--- src/common/pinmux_macros.svh ---
`ifndef PINMUX_MACROS_SVH
`define PINMUX_MACROS_SVH

// --------------------
// Bus widths
// --------------------
`define PM_DATA_W 32
`define PM_ADDR_W 11

// Pad and interrupt line counts
`define PM_PAD_N 16
`define PM_IRQ_N 8

// Read-only identifier returned by CHIP_ID
`define PM_CHIP_ID 32'h5049_4E01

// --------------------
// Alternate function pad positions
// --------------------
`define PM_PAD_UART_RX 0
`define PM_PAD_UART_TX 1
// PWM bit 1 sits on the next pad
`define PM_PAD_PWM0 4
// External interrupt 1 sits on the next pad
`define PM_PAD_EINT0 6

`endif

--- src/common/pinmux_reg_pkg.sv ---
`include "pinmux_macros.svh"

package pinmux_reg_pkg;

   // Request from the bus master
   typedef struct packed {
      logic                    cs;
      logic                    wr;
      logic [`PM_ADDR_W-1:0]   addr;
      logic [`PM_DATA_W-1:0]   wdata;
      logic [`PM_DATA_W/8-1:0] be;
   } reg_req_t;

   // Response, rdata valid with ack
   typedef struct packed {
      logic [`PM_DATA_W-1:0] rdata;
      logic                  ack;
   } reg_rsp_t;

   // Block select from address bits 10:7
   typedef enum logic [3:0] {
      BLK_GLBL = 4'd0,
      BLK_GPIO = 4'd1
   } blk_sel_e;

   // Global block word index, address bits 6:2
   typedef enum logic [4:0] {
      GLBL_CHIP_ID  = 5'd0,
      GLBL_SOFT_RST = 5'd1,
      GLBL_FUNC_SEL = 5'd2,
      GLBL_IRQ_MASK = 5'd3,
      GLBL_IRQ_STAT = 5'd4,
      GLBL_SOFT_IRQ = 5'd5
   } glbl_addr_e;

   // GPIO block word index, address bits 5:2
   typedef enum logic [3:0] {
      GPIO_DIR      = 4'd0,
      GPIO_OUT      = 4'd1,
      GPIO_IN       = 4'd2,
      GPIO_INT_MASK = 4'd3,
      GPIO_INT_STAT = 4'd4
   } gpio_addr_e;

   // Expand byte enables into a bit mask
   function automatic logic [`PM_DATA_W-1:0] be_to_mask(
      input logic [`PM_DATA_W/8-1:0] be
   );
      logic [`PM_DATA_W-1:0] mask;
      for (int i = 0; i < `PM_DATA_W/8; i++) begin
         mask[8*i +: 8] = {8{be[i]}};
      end
      return mask;
   endfunction

endpackage

--- src/common/pinmux_pad_pkg.sv ---
`include "pinmux_macros.svh"

package pinmux_pad_pkg;

   // Pad drive, oen active low
   typedef struct packed {
      logic [`PM_PAD_N-1:0] out;
      logic [`PM_PAD_N-1:0] oen;
   } pad_bus_t;

   // Alternate function enables, uart_en in bit 0
   typedef struct packed {
      logic eint_en;
      logic pwm_en;
      logic uart_en;
   } func_sel_t;

   // Interrupt sources, gpio in bit 0
   typedef struct packed {
      logic [1:0] rsvd;
      logic [2:0] timer;
      logic [1:0] eint;
      logic       gpio;
   } irq_src_t;

endpackage

--- src/verilog/reg_blk_decode.sv ---
`timescale 1ns/1ps
`include "pinmux_macros.svh"

module reg_blk_decode (
   input  logic                     mclk,
   input  logic                     s_reset_ssn,
   input  pinmux_reg_pkg::reg_req_t reg_req_i,
   output logic                     glbl_cs_o,
   output logic                     gpio_cs_o,
   input  pinmux_reg_pkg::reg_rsp_t glbl_rsp_i,
   input  pinmux_reg_pkg::reg_rsp_t gpio_rsp_i,
   output pinmux_reg_pkg::reg_rsp_t reg_rsp_o
);
   import pinmux_reg_pkg::*;

   // Select of the current request and of the pending response
   blk_sel_e req_blk;
   blk_sel_e rsp_blk;

   // Top four address bits pick the block
   assign req_blk = blk_sel_e'(reg_req_i.addr[`PM_ADDR_W-1 -: 4]);

   assign glbl_cs_o = reg_req_i.cs && (req_blk == BLK_GLBL);
   assign gpio_cs_o = reg_req_i.cs && (req_blk == BLK_GPIO);

   // Hold the select from cs until the block answers
   always_ff @(posedge mclk or negedge s_reset_ssn) begin
      if (!s_reset_ssn) begin
         rsp_blk <= BLK_GLBL;
      end else if (reg_req_i.cs) begin
         rsp_blk <= req_blk;
      end
   end

   // Response mux, unmapped blocks read as zero with no ack
   always_comb begin
      case (rsp_blk)
         BLK_GLBL: reg_rsp_o = glbl_rsp_i;
         BLK_GPIO: reg_rsp_o = gpio_rsp_i;
         default:  reg_rsp_o = '0;
      endcase
   end

endmodule

--- src/glbl_reg/glbl_reg.sv ---
`timescale 1ns/1ps
`include "pinmux_macros.svh"

module glbl_reg (
   input  logic                      mclk,
   input  logic                      s_reset_ssn,
   input  logic                      cs_i,
   input  pinmux_reg_pkg::reg_req_t  reg_req_i,
   output pinmux_reg_pkg::reg_rsp_t  reg_rsp_o,
   input  pinmux_pad_pkg::irq_src_t  irq_src_i,
   output pinmux_pad_pkg::func_sel_t func_sel_o,
   output logic [1:0]                uart_rst_o,
   output logic                      soft_irq_o,
   output logic [`PM_IRQ_N-1:0]      irq_lines_o
);
   import pinmux_reg_pkg::*;
   import pinmux_pad_pkg::*;

   glbl_addr_e            reg_idx;
   logic                  wr_en;
   logic [`PM_DATA_W-1:0] wmask;
   logic [`PM_DATA_W-1:0] rdata_d;
   // Control registers
   logic [1:0]            soft_rst_q;
   func_sel_t             func_sel_q;
   logic [`PM_IRQ_N-1:0]  irq_mask_q;
   logic [`PM_IRQ_N-1:0]  irq_stat_q;
   logic                  soft_irq_q;
   logic [`PM_IRQ_N-1:0]  irq_clr;

   assign reg_idx = glbl_addr_e'(reg_req_i.addr[6:2]);
   assign wr_en   = cs_i && reg_req_i.wr;
   assign wmask   = be_to_mask(reg_req_i.be);

   // Write-one-to-clear on status, limited to enabled bytes
   assign irq_clr = (wr_en && reg_idx == GLBL_IRQ_STAT) ?
                    (reg_req_i.wdata[`PM_IRQ_N-1:0] & wmask[`PM_IRQ_N-1:0]) : '0;

   // --------------------
   // Register writes
   // --------------------
   always_ff @(posedge mclk or negedge s_reset_ssn) begin
      if (!s_reset_ssn) begin
         soft_rst_q <= '0;
         func_sel_q <= '0;
         irq_mask_q <= '0;
         irq_stat_q <= '0;
         soft_irq_q <= 1'b0;
      end else begin
         if (wr_en && reg_idx == GLBL_SOFT_RST) begin
            soft_rst_q <= (soft_rst_q & ~wmask[1:0]) | (reg_req_i.wdata[1:0] & wmask[1:0]);
         end
         if (wr_en && reg_idx == GLBL_FUNC_SEL) begin
            func_sel_q <= (func_sel_q & ~wmask[2:0]) | (reg_req_i.wdata[2:0] & wmask[2:0]);
         end
         if (wr_en && reg_idx == GLBL_IRQ_MASK) begin
            irq_mask_q <= (irq_mask_q & ~wmask[`PM_IRQ_N-1:0]) |
                          (reg_req_i.wdata[`PM_IRQ_N-1:0] & wmask[`PM_IRQ_N-1:0]);
         end
         if (wr_en && reg_idx == GLBL_SOFT_IRQ && reg_req_i.be[0]) begin
            soft_irq_q <= reg_req_i.wdata[0];
         end
         // Sticky status, a live source wins over the clear
         irq_stat_q <= (irq_stat_q & ~irq_clr) | irq_src_i;
      end
   end

   // Read mux
   always_comb begin
      rdata_d = '0;
      case (reg_idx)
         GLBL_CHIP_ID:  rdata_d = `PM_CHIP_ID;
         GLBL_SOFT_RST: rdata_d[1:0] = soft_rst_q;
         GLBL_FUNC_SEL: rdata_d[2:0] = func_sel_q;
         GLBL_IRQ_MASK: rdata_d[`PM_IRQ_N-1:0] = irq_mask_q;
         GLBL_IRQ_STAT: rdata_d[`PM_IRQ_N-1:0] = irq_stat_q;
         GLBL_SOFT_IRQ: rdata_d[0] = soft_irq_q;
         default:       rdata_d = '0;
      endcase
   end

   // Ack one cycle after cs, read data captured with it
   always_ff @(posedge mclk or negedge s_reset_ssn) begin
      if (!s_reset_ssn) begin
         reg_rsp_o <= '0;
      end else begin
         reg_rsp_o.ack <= cs_i;
         if (cs_i) begin
            reg_rsp_o.rdata <= rdata_d;
         end
      end
   end

   // Outputs, uart resets stay low until software releases them
   assign func_sel_o  = func_sel_q;
   assign uart_rst_o  = soft_rst_q;
   assign soft_irq_o  = soft_irq_q;
   assign irq_lines_o = irq_stat_q & irq_mask_q;

endmodule

--- src/gpio/gpio_reg.sv ---
`timescale 1ns/1ps
`include "pinmux_macros.svh"

module gpio_reg (
   input  logic                     mclk,
   input  logic                     s_reset_ssn,
   input  logic                     cs_i,
   input  pinmux_reg_pkg::reg_req_t reg_req_i,
   output pinmux_reg_pkg::reg_rsp_t reg_rsp_o,
   input  logic [`PM_PAD_N-1:0]     pad_gpio_i,
   output logic [`PM_PAD_N-1:0]     gpio_dir_o,
   output logic [`PM_PAD_N-1:0]     gpio_out_o,
   output logic                     gpio_intr_o
);
   import pinmux_reg_pkg::*;

   gpio_addr_e            reg_idx;
   logic                  wr_en;
   logic [`PM_DATA_W-1:0] wmask;
   logic [`PM_PAD_N-1:0]  bmask;
   logic [`PM_PAD_N-1:0]  wdata;
   logic [`PM_DATA_W-1:0] rdata_d;
   // Configuration and status
   logic [`PM_PAD_N-1:0]  dir_q;
   logic [`PM_PAD_N-1:0]  out_q;
   logic [`PM_PAD_N-1:0]  int_mask_q;
   logic [`PM_PAD_N-1:0]  int_stat_q;
   logic [`PM_PAD_N-1:0]  int_clr;
   // Synchronizer stages and edge history
   logic [`PM_PAD_N-1:0]  sync1_q;
   logic [`PM_PAD_N-1:0]  sync2_q;
   logic [`PM_PAD_N-1:0]  sync3_q;
   logic [`PM_PAD_N-1:0]  rise;

   assign reg_idx = gpio_addr_e'(reg_req_i.addr[5:2]);
   assign wr_en   = cs_i && reg_req_i.wr;
   assign wmask   = be_to_mask(reg_req_i.be);
   // Only the low half word is implemented
   assign bmask   = wmask[`PM_PAD_N-1:0];
   assign wdata   = reg_req_i.wdata[`PM_PAD_N-1:0];

   assign rise    = sync2_q & ~sync3_q;
   assign int_clr = (wr_en && reg_idx == GPIO_INT_STAT) ? (wdata & bmask) : '0;

   // --------------------
   // Input synchronizer
   // --------------------
   always_ff @(posedge mclk or negedge s_reset_ssn) begin
      if (!s_reset_ssn) begin
         sync1_q <= '0;
         sync2_q <= '0;
         sync3_q <= '0;
      end else begin
         sync1_q <= pad_gpio_i;
         sync2_q <= sync1_q;
         sync3_q <= sync2_q;
      end
   end

   // Register writes, edge sets beat a same-cycle clear
   always_ff @(posedge mclk or negedge s_reset_ssn) begin
      if (!s_reset_ssn) begin
         dir_q      <= '0;
         out_q      <= '0;
         int_mask_q <= '0;
         int_stat_q <= '0;
      end else begin
         if (wr_en && reg_idx == GPIO_DIR)      dir_q <= (dir_q & ~bmask) | (wdata & bmask);
         if (wr_en && reg_idx == GPIO_OUT)      out_q <= (out_q & ~bmask) | (wdata & bmask);
         if (wr_en && reg_idx == GPIO_INT_MASK) begin
            int_mask_q <= (int_mask_q & ~bmask) | (wdata & bmask);
         end
         int_stat_q <= (int_stat_q & ~int_clr) | rise;
      end
   end

   // Read mux
   always_comb begin
      rdata_d = '0;
      case (reg_idx)
         GPIO_DIR:      rdata_d[`PM_PAD_N-1:0] = dir_q;
         GPIO_OUT:      rdata_d[`PM_PAD_N-1:0] = out_q;
         GPIO_IN:       rdata_d[`PM_PAD_N-1:0] = sync2_q;
         GPIO_INT_MASK: rdata_d[`PM_PAD_N-1:0] = int_mask_q;
         GPIO_INT_STAT: rdata_d[`PM_PAD_N-1:0] = int_stat_q;
         default:       rdata_d = '0;
      endcase
   end

   always_ff @(posedge mclk or negedge s_reset_ssn) begin
      if (!s_reset_ssn) begin
         reg_rsp_o <= '0;
      end else begin
         reg_rsp_o.ack <= cs_i;
         if (cs_i) reg_rsp_o.rdata <= rdata_d;
      end
   end

   assign gpio_dir_o  = dir_q;
   assign gpio_out_o  = out_q;
   // Any masked pending edge
   assign gpio_intr_o = |(int_stat_q & int_mask_q);

endmodule

--- src/verilog/pad_mux.sv ---
`timescale 1ns/1ps
`include "pinmux_macros.svh"

module pad_mux (
   input  pinmux_pad_pkg::func_sel_t func_sel_i,
   input  logic [`PM_PAD_N-1:0]      gpio_dir_i,
   input  logic [`PM_PAD_N-1:0]      gpio_out_i,
   input  logic                      uart_txd_i,
   output logic                      uart_rxd_o,
   input  logic [1:0]                pwm_wfm_i,
   input  logic [`PM_PAD_N-1:0]      pad_in_i,
   output pinmux_pad_pkg::pad_bus_t  pad_o,
   output logic [`PM_PAD_N-1:0]      pad_gpio_o,
   output logic [1:0]                eint_o
);

   always_comb begin
      // GPIO owns every pad by default, dir 1 means output
      pad_o.out  = gpio_out_i;
      pad_o.oen  = ~gpio_dir_i;
      // Idle line for UART, no external interrupt
      uart_rxd_o = 1'b1;
      eint_o     = 2'b00;
      if (func_sel_i.uart_en) begin
         pad_o.oen[`PM_PAD_UART_RX] = 1'b1;
         pad_o.out[`PM_PAD_UART_RX] = 1'b0;
         uart_rxd_o                 = pad_in_i[`PM_PAD_UART_RX];
         pad_o.oen[`PM_PAD_UART_TX] = 1'b0;
         pad_o.out[`PM_PAD_UART_TX] = uart_txd_i;
      end
      if (func_sel_i.pwm_en) begin
         pad_o.oen[`PM_PAD_PWM0 +: 2] = 2'b00;
         pad_o.out[`PM_PAD_PWM0 +: 2] = pwm_wfm_i;
      end
      // Level interrupts, pads held as inputs
      if (func_sel_i.eint_en) begin
         pad_o.oen[`PM_PAD_EINT0 +: 2] = 2'b11;
         pad_o.out[`PM_PAD_EINT0 +: 2] = 2'b00;
         eint_o                        = pad_in_i[`PM_PAD_EINT0 +: 2];
      end
   end

   // GPIO sees the raw pad levels
   assign pad_gpio_o = pad_in_i;

endmodule

--- src/verilog/pinmux_top.sv ---
`timescale 1ns/1ps
`include "pinmux_macros.svh"

module pinmux_top (
   input  logic                     mclk,
   input  logic                     s_reset_ssn,
   input  pinmux_reg_pkg::reg_req_t reg_req_i,
   output pinmux_reg_pkg::reg_rsp_t reg_rsp_o,
   input  logic [`PM_PAD_N-1:0]     pad_in_i,
   output pinmux_pad_pkg::pad_bus_t pad_o,
   input  logic                     uart_txd_i,
   output logic                     uart_rxd_o,
   input  logic [1:0]               pwm_wfm_i,
   input  logic [2:0]               timer_intr_i,
   output logic [1:0]               uart_rst_o,
   output logic                     soft_irq_o,
   output logic [`PM_IRQ_N-1:0]     irq_lines_o
);
   import pinmux_reg_pkg::*;
   import pinmux_pad_pkg::*;

   // Per-block strobes and responses
   logic                 glbl_cs;
   logic                 gpio_cs;
   reg_rsp_t             glbl_rsp;
   reg_rsp_t             gpio_rsp;
   // Pad side
   func_sel_t            func_sel;
   logic [`PM_PAD_N-1:0] gpio_dir;
   logic [`PM_PAD_N-1:0] gpio_out;
   logic [`PM_PAD_N-1:0] pad_gpio;
   logic [1:0]           eint;
   logic                 gpio_intr;
   irq_src_t             irq_src;

   // Interrupt source vector, reserved bits tied low
   assign irq_src = '{rsvd: 2'b00, timer: timer_intr_i, eint: eint, gpio: gpio_intr};

   // --------------------
   // Register access
   // --------------------
   reg_blk_decode u_reg_blk_decode (
      .mclk        (mclk),
      .s_reset_ssn (s_reset_ssn),
      .reg_req_i   (reg_req_i),
      .glbl_cs_o   (glbl_cs),
      .gpio_cs_o   (gpio_cs),
      .glbl_rsp_i  (glbl_rsp),
      .gpio_rsp_i  (gpio_rsp),
      .reg_rsp_o   (reg_rsp_o)
   );

   glbl_reg u_glbl_reg (
      .mclk        (mclk),
      .s_reset_ssn (s_reset_ssn),
      .cs_i        (glbl_cs),
      .reg_req_i   (reg_req_i),
      .reg_rsp_o   (glbl_rsp),
      .irq_src_i   (irq_src),
      .func_sel_o  (func_sel),
      .uart_rst_o  (uart_rst_o),
      .soft_irq_o  (soft_irq_o),
      .irq_lines_o (irq_lines_o)
   );

   gpio_reg u_gpio_reg (
      .mclk        (mclk),
      .s_reset_ssn (s_reset_ssn),
      .cs_i        (gpio_cs),
      .reg_req_i   (reg_req_i),
      .reg_rsp_o   (gpio_rsp),
      .pad_gpio_i  (pad_gpio),
      .gpio_dir_o  (gpio_dir),
      .gpio_out_o  (gpio_out),
      .gpio_intr_o (gpio_intr)
   );

   // --------------------
   // Pads
   // --------------------
   pad_mux u_pad_mux (
      .func_sel_i  (func_sel),
      .gpio_dir_i  (gpio_dir),
      .gpio_out_i  (gpio_out),
      .uart_txd_i  (uart_txd_i),
      .uart_rxd_o  (uart_rxd_o),
      .pwm_wfm_i   (pwm_wfm_i),
      .pad_in_i    (pad_in_i),
      .pad_o       (pad_o),
      .pad_gpio_o  (pad_gpio),
      .eint_o      (eint)
   );

endmodule

--- config.mk ---
export PLATFORM = sky130hd
export DESIGN_NAME = pinmux_top
export DESIGN_NICKNAME = d
export VERILOG_FILES = /design/src/common/pinmux_reg_pkg.sv /design/src/common/pinmux_pad_pkg.sv /design/src/verilog/reg_blk_decode.sv /design/src/glbl_reg/glbl_reg.sv /design/src/gpio/gpio_reg.sv /design/src/verilog/pad_mux.sv /design/src/verilog/pinmux_top.sv
export VERILOG_INCLUDE_DIRS = /design/src /design/src/common
export SDC_FILE = /design/constraint.sdc
export NUM_CORES = 1
export LEC_CHECK = 0
export CORE_MARGIN = 2
export CORE_UTILIZATION = 25
export CTS_CLUSTER_SIZE = 40
export DETAILED_ROUTE_END_ITERATION = 12
export DONT_BUFFER_PORTS = 1
export GPL_TIMING_DRIVEN = 1
export PLACE_DENSITY = 0.47
export SLEW_MARGIN = 20
export SYNTH_ARGS = -nofsm -noshare
export SYNTH_HDL_FRONTEND = slang
export SYNTH_SLANG_ARGS = --single-unit
export TNS_END_PERCENT = 1
--- constraint.sdc ---
create_clock -name mclk -period 1.7 [get_ports mclk]
set_input_delay 0.085 -clock mclk [delete_from_list [all_inputs] [get_ports mclk]]
set_output_delay 0.085 -clock mclk [all_outputs]
set_load 0.03 [all_outputs]
==> reports/summary.md <==
The run gives 0 as the total setup buffers inserted after CTS. The commonest cells after synthesis are sky130_fd_sc_hd__dfrtp_1, sky130_fd_sc_hd__mux2_2, sky130_fd_sc_hd__nand2_1, sky130_fd_sc_hd__a22o_1, sky130_fd_sc_hd__inv_1. The worst-case clock buffer depth was 2.

The average vias per placed instance works out to 4.61. Setup repair after global routing could not meet its margin everywhere. The worst register-to-register path has a depth of 4. In this run the critical register-to-register path is captured at u_glbl_reg.irq_stat_q[0]. The H-tree was split into 4 levels. Share of power burned in combinational logic: 6.1%.

The min-delay analysis places its worst path in the category primary input to asynchronous set/reset pin. Of the available clock period, the critical path in the final layout requires 111%. Yosys mapped a number of flops with a built-in enable equal to 0. The minimum hold slack is -0.639 ns. The number of detailed-routing iterations run before antenna repair is 4. Timing would allow up to 530 MHz. Most used standard cell by instance count after synthesis: sky130_fd_sc_hd__dfrtp_1. Measured against its own limit, the worst slew margin works out to 66.2%. The initial utilization of the core area, before any placement, comes to 25.4%. The number of global-route vias before repair was 5077; the fraction of registers with async set/reset was 100%. The tool flagged a number of max-cap violations equal to 0. The peak fanout along the critical path was 9; the x dimension of the die was 172 um. Summing over every cut layer, the via total after detailed routing is 4803. The worst-case vdd ir drop was 0.620 mV; the number of nets in the final layout was 722. For this design the total switching power over the nets is 2.06 mW.

Before CTS, the worst setup slack after placement is -0.158 ns. The first routing iteration left 283 violations. TritonCTS built the clock tree. Counting every instance in the synthesized netlist gives 564. The master cell of the clock root buffer is sky130_fd_sc_hd__clkbuf_16. Cell internal power was estimated by the tool at 6.37 mW. Dividing total power by cell area gives a power density of 932 nW/um^2. Number of antenna violations at the first check in global routing: 2. Summing internal, switching and leakage power gives 8.43 mW. The final setup slack of the worst path was -0.188 ns. The average routed wire per standard cell was 19.8 um. The floorplan die area is 29600 um^2. Endpoint kind of the worst setup timing path: an output pin.

The clock network is responsible for 44.3% of the overall power. For this design the top-level I/O count stands at 150. Clock-pin slew was measured on the worst setup and hold paths at 0.07 ns. The detailed-placement wirelength estimate was 14.6 mm; the number of cells after detailed placement was 962.

The finished layout holds 1041 standard cells, fillers aside. The actual transition at the worst max-transition pin works out to 0.504 ns. The flow ran to the end, but the final reports show violations. Averaged over all synthesized cells, the footprint is 12.5 um^2. The biggest area consumer among synthesized cells was sky130_fd_sc_hd__dfrtp_1. The count of nets left with antenna violations after detail routing is 0. For this design the static power due to leakage is 4.09 nW. Input and output buffers added on the ports amount to 0. Summed over all layers, the global routing overflow is 0.

By startpoint and endpoint, the worst setup path is classified as flop to output pin. The count of endpoints failing hold in the final timing report came out at 165. The tools report the distinct cell type count after synthesis as 43. STA classifies the critical path startpoint as a flop. The run gives 17 as the number of buffers added by the clock tree synthesis step. Fill cells in the final layout number 2835. Setup violations remaining at the end of the flow were counted as 22.

In this run the critical register-to-register path is launched from u_gpio_reg.int_stat_q[9]. The required arrival time at the worst endpoint is 1.62 ns. In this run the register-to-register setup slack is 0.22 ns. Most instantiated flip-flop cell in the synthesis netlist: sky130_fd_sc_hd__dfrtp_1.

In the final layout, the share of cells above drive strength 1 is 27.5%. The tools report the maximum number of pins on one net before global-route repair as 166. The area added between synthesis and finish was 27.9%; the final estimated routing congestion in global placement was 0.804.

In the final timing run, aggregate negative setup slack is -2.40 ns. The Yosys step of the flow raised 0 warnings. Subtracting the final worst setup slack from the clock period gives 1.89 ns.

In this run the cell area of the synthesized design comes to 7070 um^2. The share of Yosys cell area claimed by the top area cell type was 58.4%. In this run, synthesis produced a sequential element count of 165. For the worst-skew pair, the clock arrives at the later sink with an insertion delay of 0.42 ns.

In this run the core area contains 61 standard-cell rows. The number of slew-limit violations in the final report is 0, and the count of unresolved DRC violations after routing is 0. In the global route stage, overall resource usage came out at 14.4%. The fraction of the yosys area taken by sequential cells came out at 58.4%. The checks that failed: hold timing, setup timing. Between clock sinks in the finished design, the worst skew comes to 0.00854 ns. After detailed routing, the total wire length is 20.6 mm. The first global-routing pass estimated 31.5 mm of wire. Hold repair after CTS inserted 46 buffers. The relative contribution of sequential cells to total power was 49.5%. In the post-synthesis netlist, the biggest area contributors are sky130_fd_sc_hd__dfrtp_1, sky130_fd_sc_hd__mux2_2, sky130_fd_sc_hd__a22o_1. The run gives 165 as the clock sink total. The tools report the area of the placeable core as 27800 um^2. The overall die height is 172 um. Data arrives at the worst endpoint at 1.80 ns.

Fraction of power spent switching nets: 24.5%.
metrics by stage:
stage	area [um^2]	utilization (%)
CTS	9040	32.5
floorplan	7110	-
global route	9040	32.5
global placement	7940	28.6
detailed placement	7940	28.6
finish	9040	32.5
layer usage:
| metal | GRT usage (%) | vias to the layer above | share of wire (%) |
|---|---|---|---|
| met4 | 4.64 | 2 | 2.0 |
| met3 | 3.16 | 24 | 4.8 |
| met1 | 18.8 | 2481 | 44 |
| met5 | 0 | - | 0.053 |
| met2 | 23.7 | 132 | 49 |
| li1 | - | 2164 | - |
cells in the final DEF (no fill, tap or decap), drive strengths merged, types with 7 or more instances in the layout:
cell	synthesis	routed
a221oi	8	8
a22o	45	45
a22oi	21	21
and2	13	13
buf	34	55
clkbuf	11	17
conb	1	11
dfrtp	165	165
dlygate4sd3	0	46
inv	29	37
mux2	71	71
mux2i	17	17
nand2	58	58
nand3	8	8
nor2	18	18
nor3	7	7
o211ai	16	16
layout make-up:
type,count,area [um^2],share of cell area [%]
multi-input combinational,334,2690,29.7
timing repair buffer,101,1060,11.8
clock inverter,15,144,1.59
tap,378,473,5.23
sequential,165,4130,45.7
antenna,1,2.50,0.0277
inverter,30,113,1.25
clock buffer,17,425,4.70
critical path, cell delays in order (launching register included):
cell	delay (ns)
sky130_fd_sc_hd__dfrtp_2	0.44
sky130_fd_sc_hd__nor4_4	0.37
sky130_fd_sc_hd__buf_6	0.21
sky130_fd_sc_hd__a22o_1	0.22
sky130_fd_sc_hd__buf_12	0.14
power by group through the flow:
stage	clock [mW]	combinational [mW]	sequential, mW
2_1_floorplan	0	0.322	4.20
5_1_grt	4.03	0.559	4.19
6_report	3.73	0.518	4.18
4_1_cts	3.83	0.521	4.18
3_3_place_gp	0	0.372	4.24
3_5_place_dp	0	0.376	4.24
cell families after synthesis:
group / count (synthesis) / synth area share (%)
AOI/OAI and AO/OA: 101 / 11.8
buffers and inverters: 75 / 5.40
DFF: 165 / 58.4
muxes: 88 / 13.7
other: 1 / 0.0531
and+or+nand+nor: 134 / 10.6
timing repair:
| action | in CTS | in global routing |
|---|---|---|
| setup endpoints to repair | 22 | 22 |
| endpoints found under the hold margin | 275 | 165 |
| pin swaps | 6 | 1 |
| gates resized for setup | 17 | 0 |
worst max path at each step:
stage / start / endpoint / slack [ns] / cells past startpoint
6_report: u_reg_blk_decode.rsp_blk[2] / reg_rsp_o[7] / -0.19 / 4
3_5_place_dp: reg_req_i[44] / u_gpio_reg.int_stat_q[9] / -0.16 / 7
3_3_place_gp: reg_req_i[44] / u_gpio_reg.int_stat_q[9] / -0.14 / 7
5_1_grt: u_reg_blk_decode.rsp_blk[2] / reg_rsp_o[7] / -0.25 / 4
2_1_floorplan: u_reg_blk_decode.rsp_blk[1] / reg_rsp_o[20] / -0.13 / 4
4_1_cts: u_reg_blk_decode.rsp_blk[2] / reg_rsp_o[17] / -0.19 / 4
Note: power is estimated with default switching activity, not from simulation.
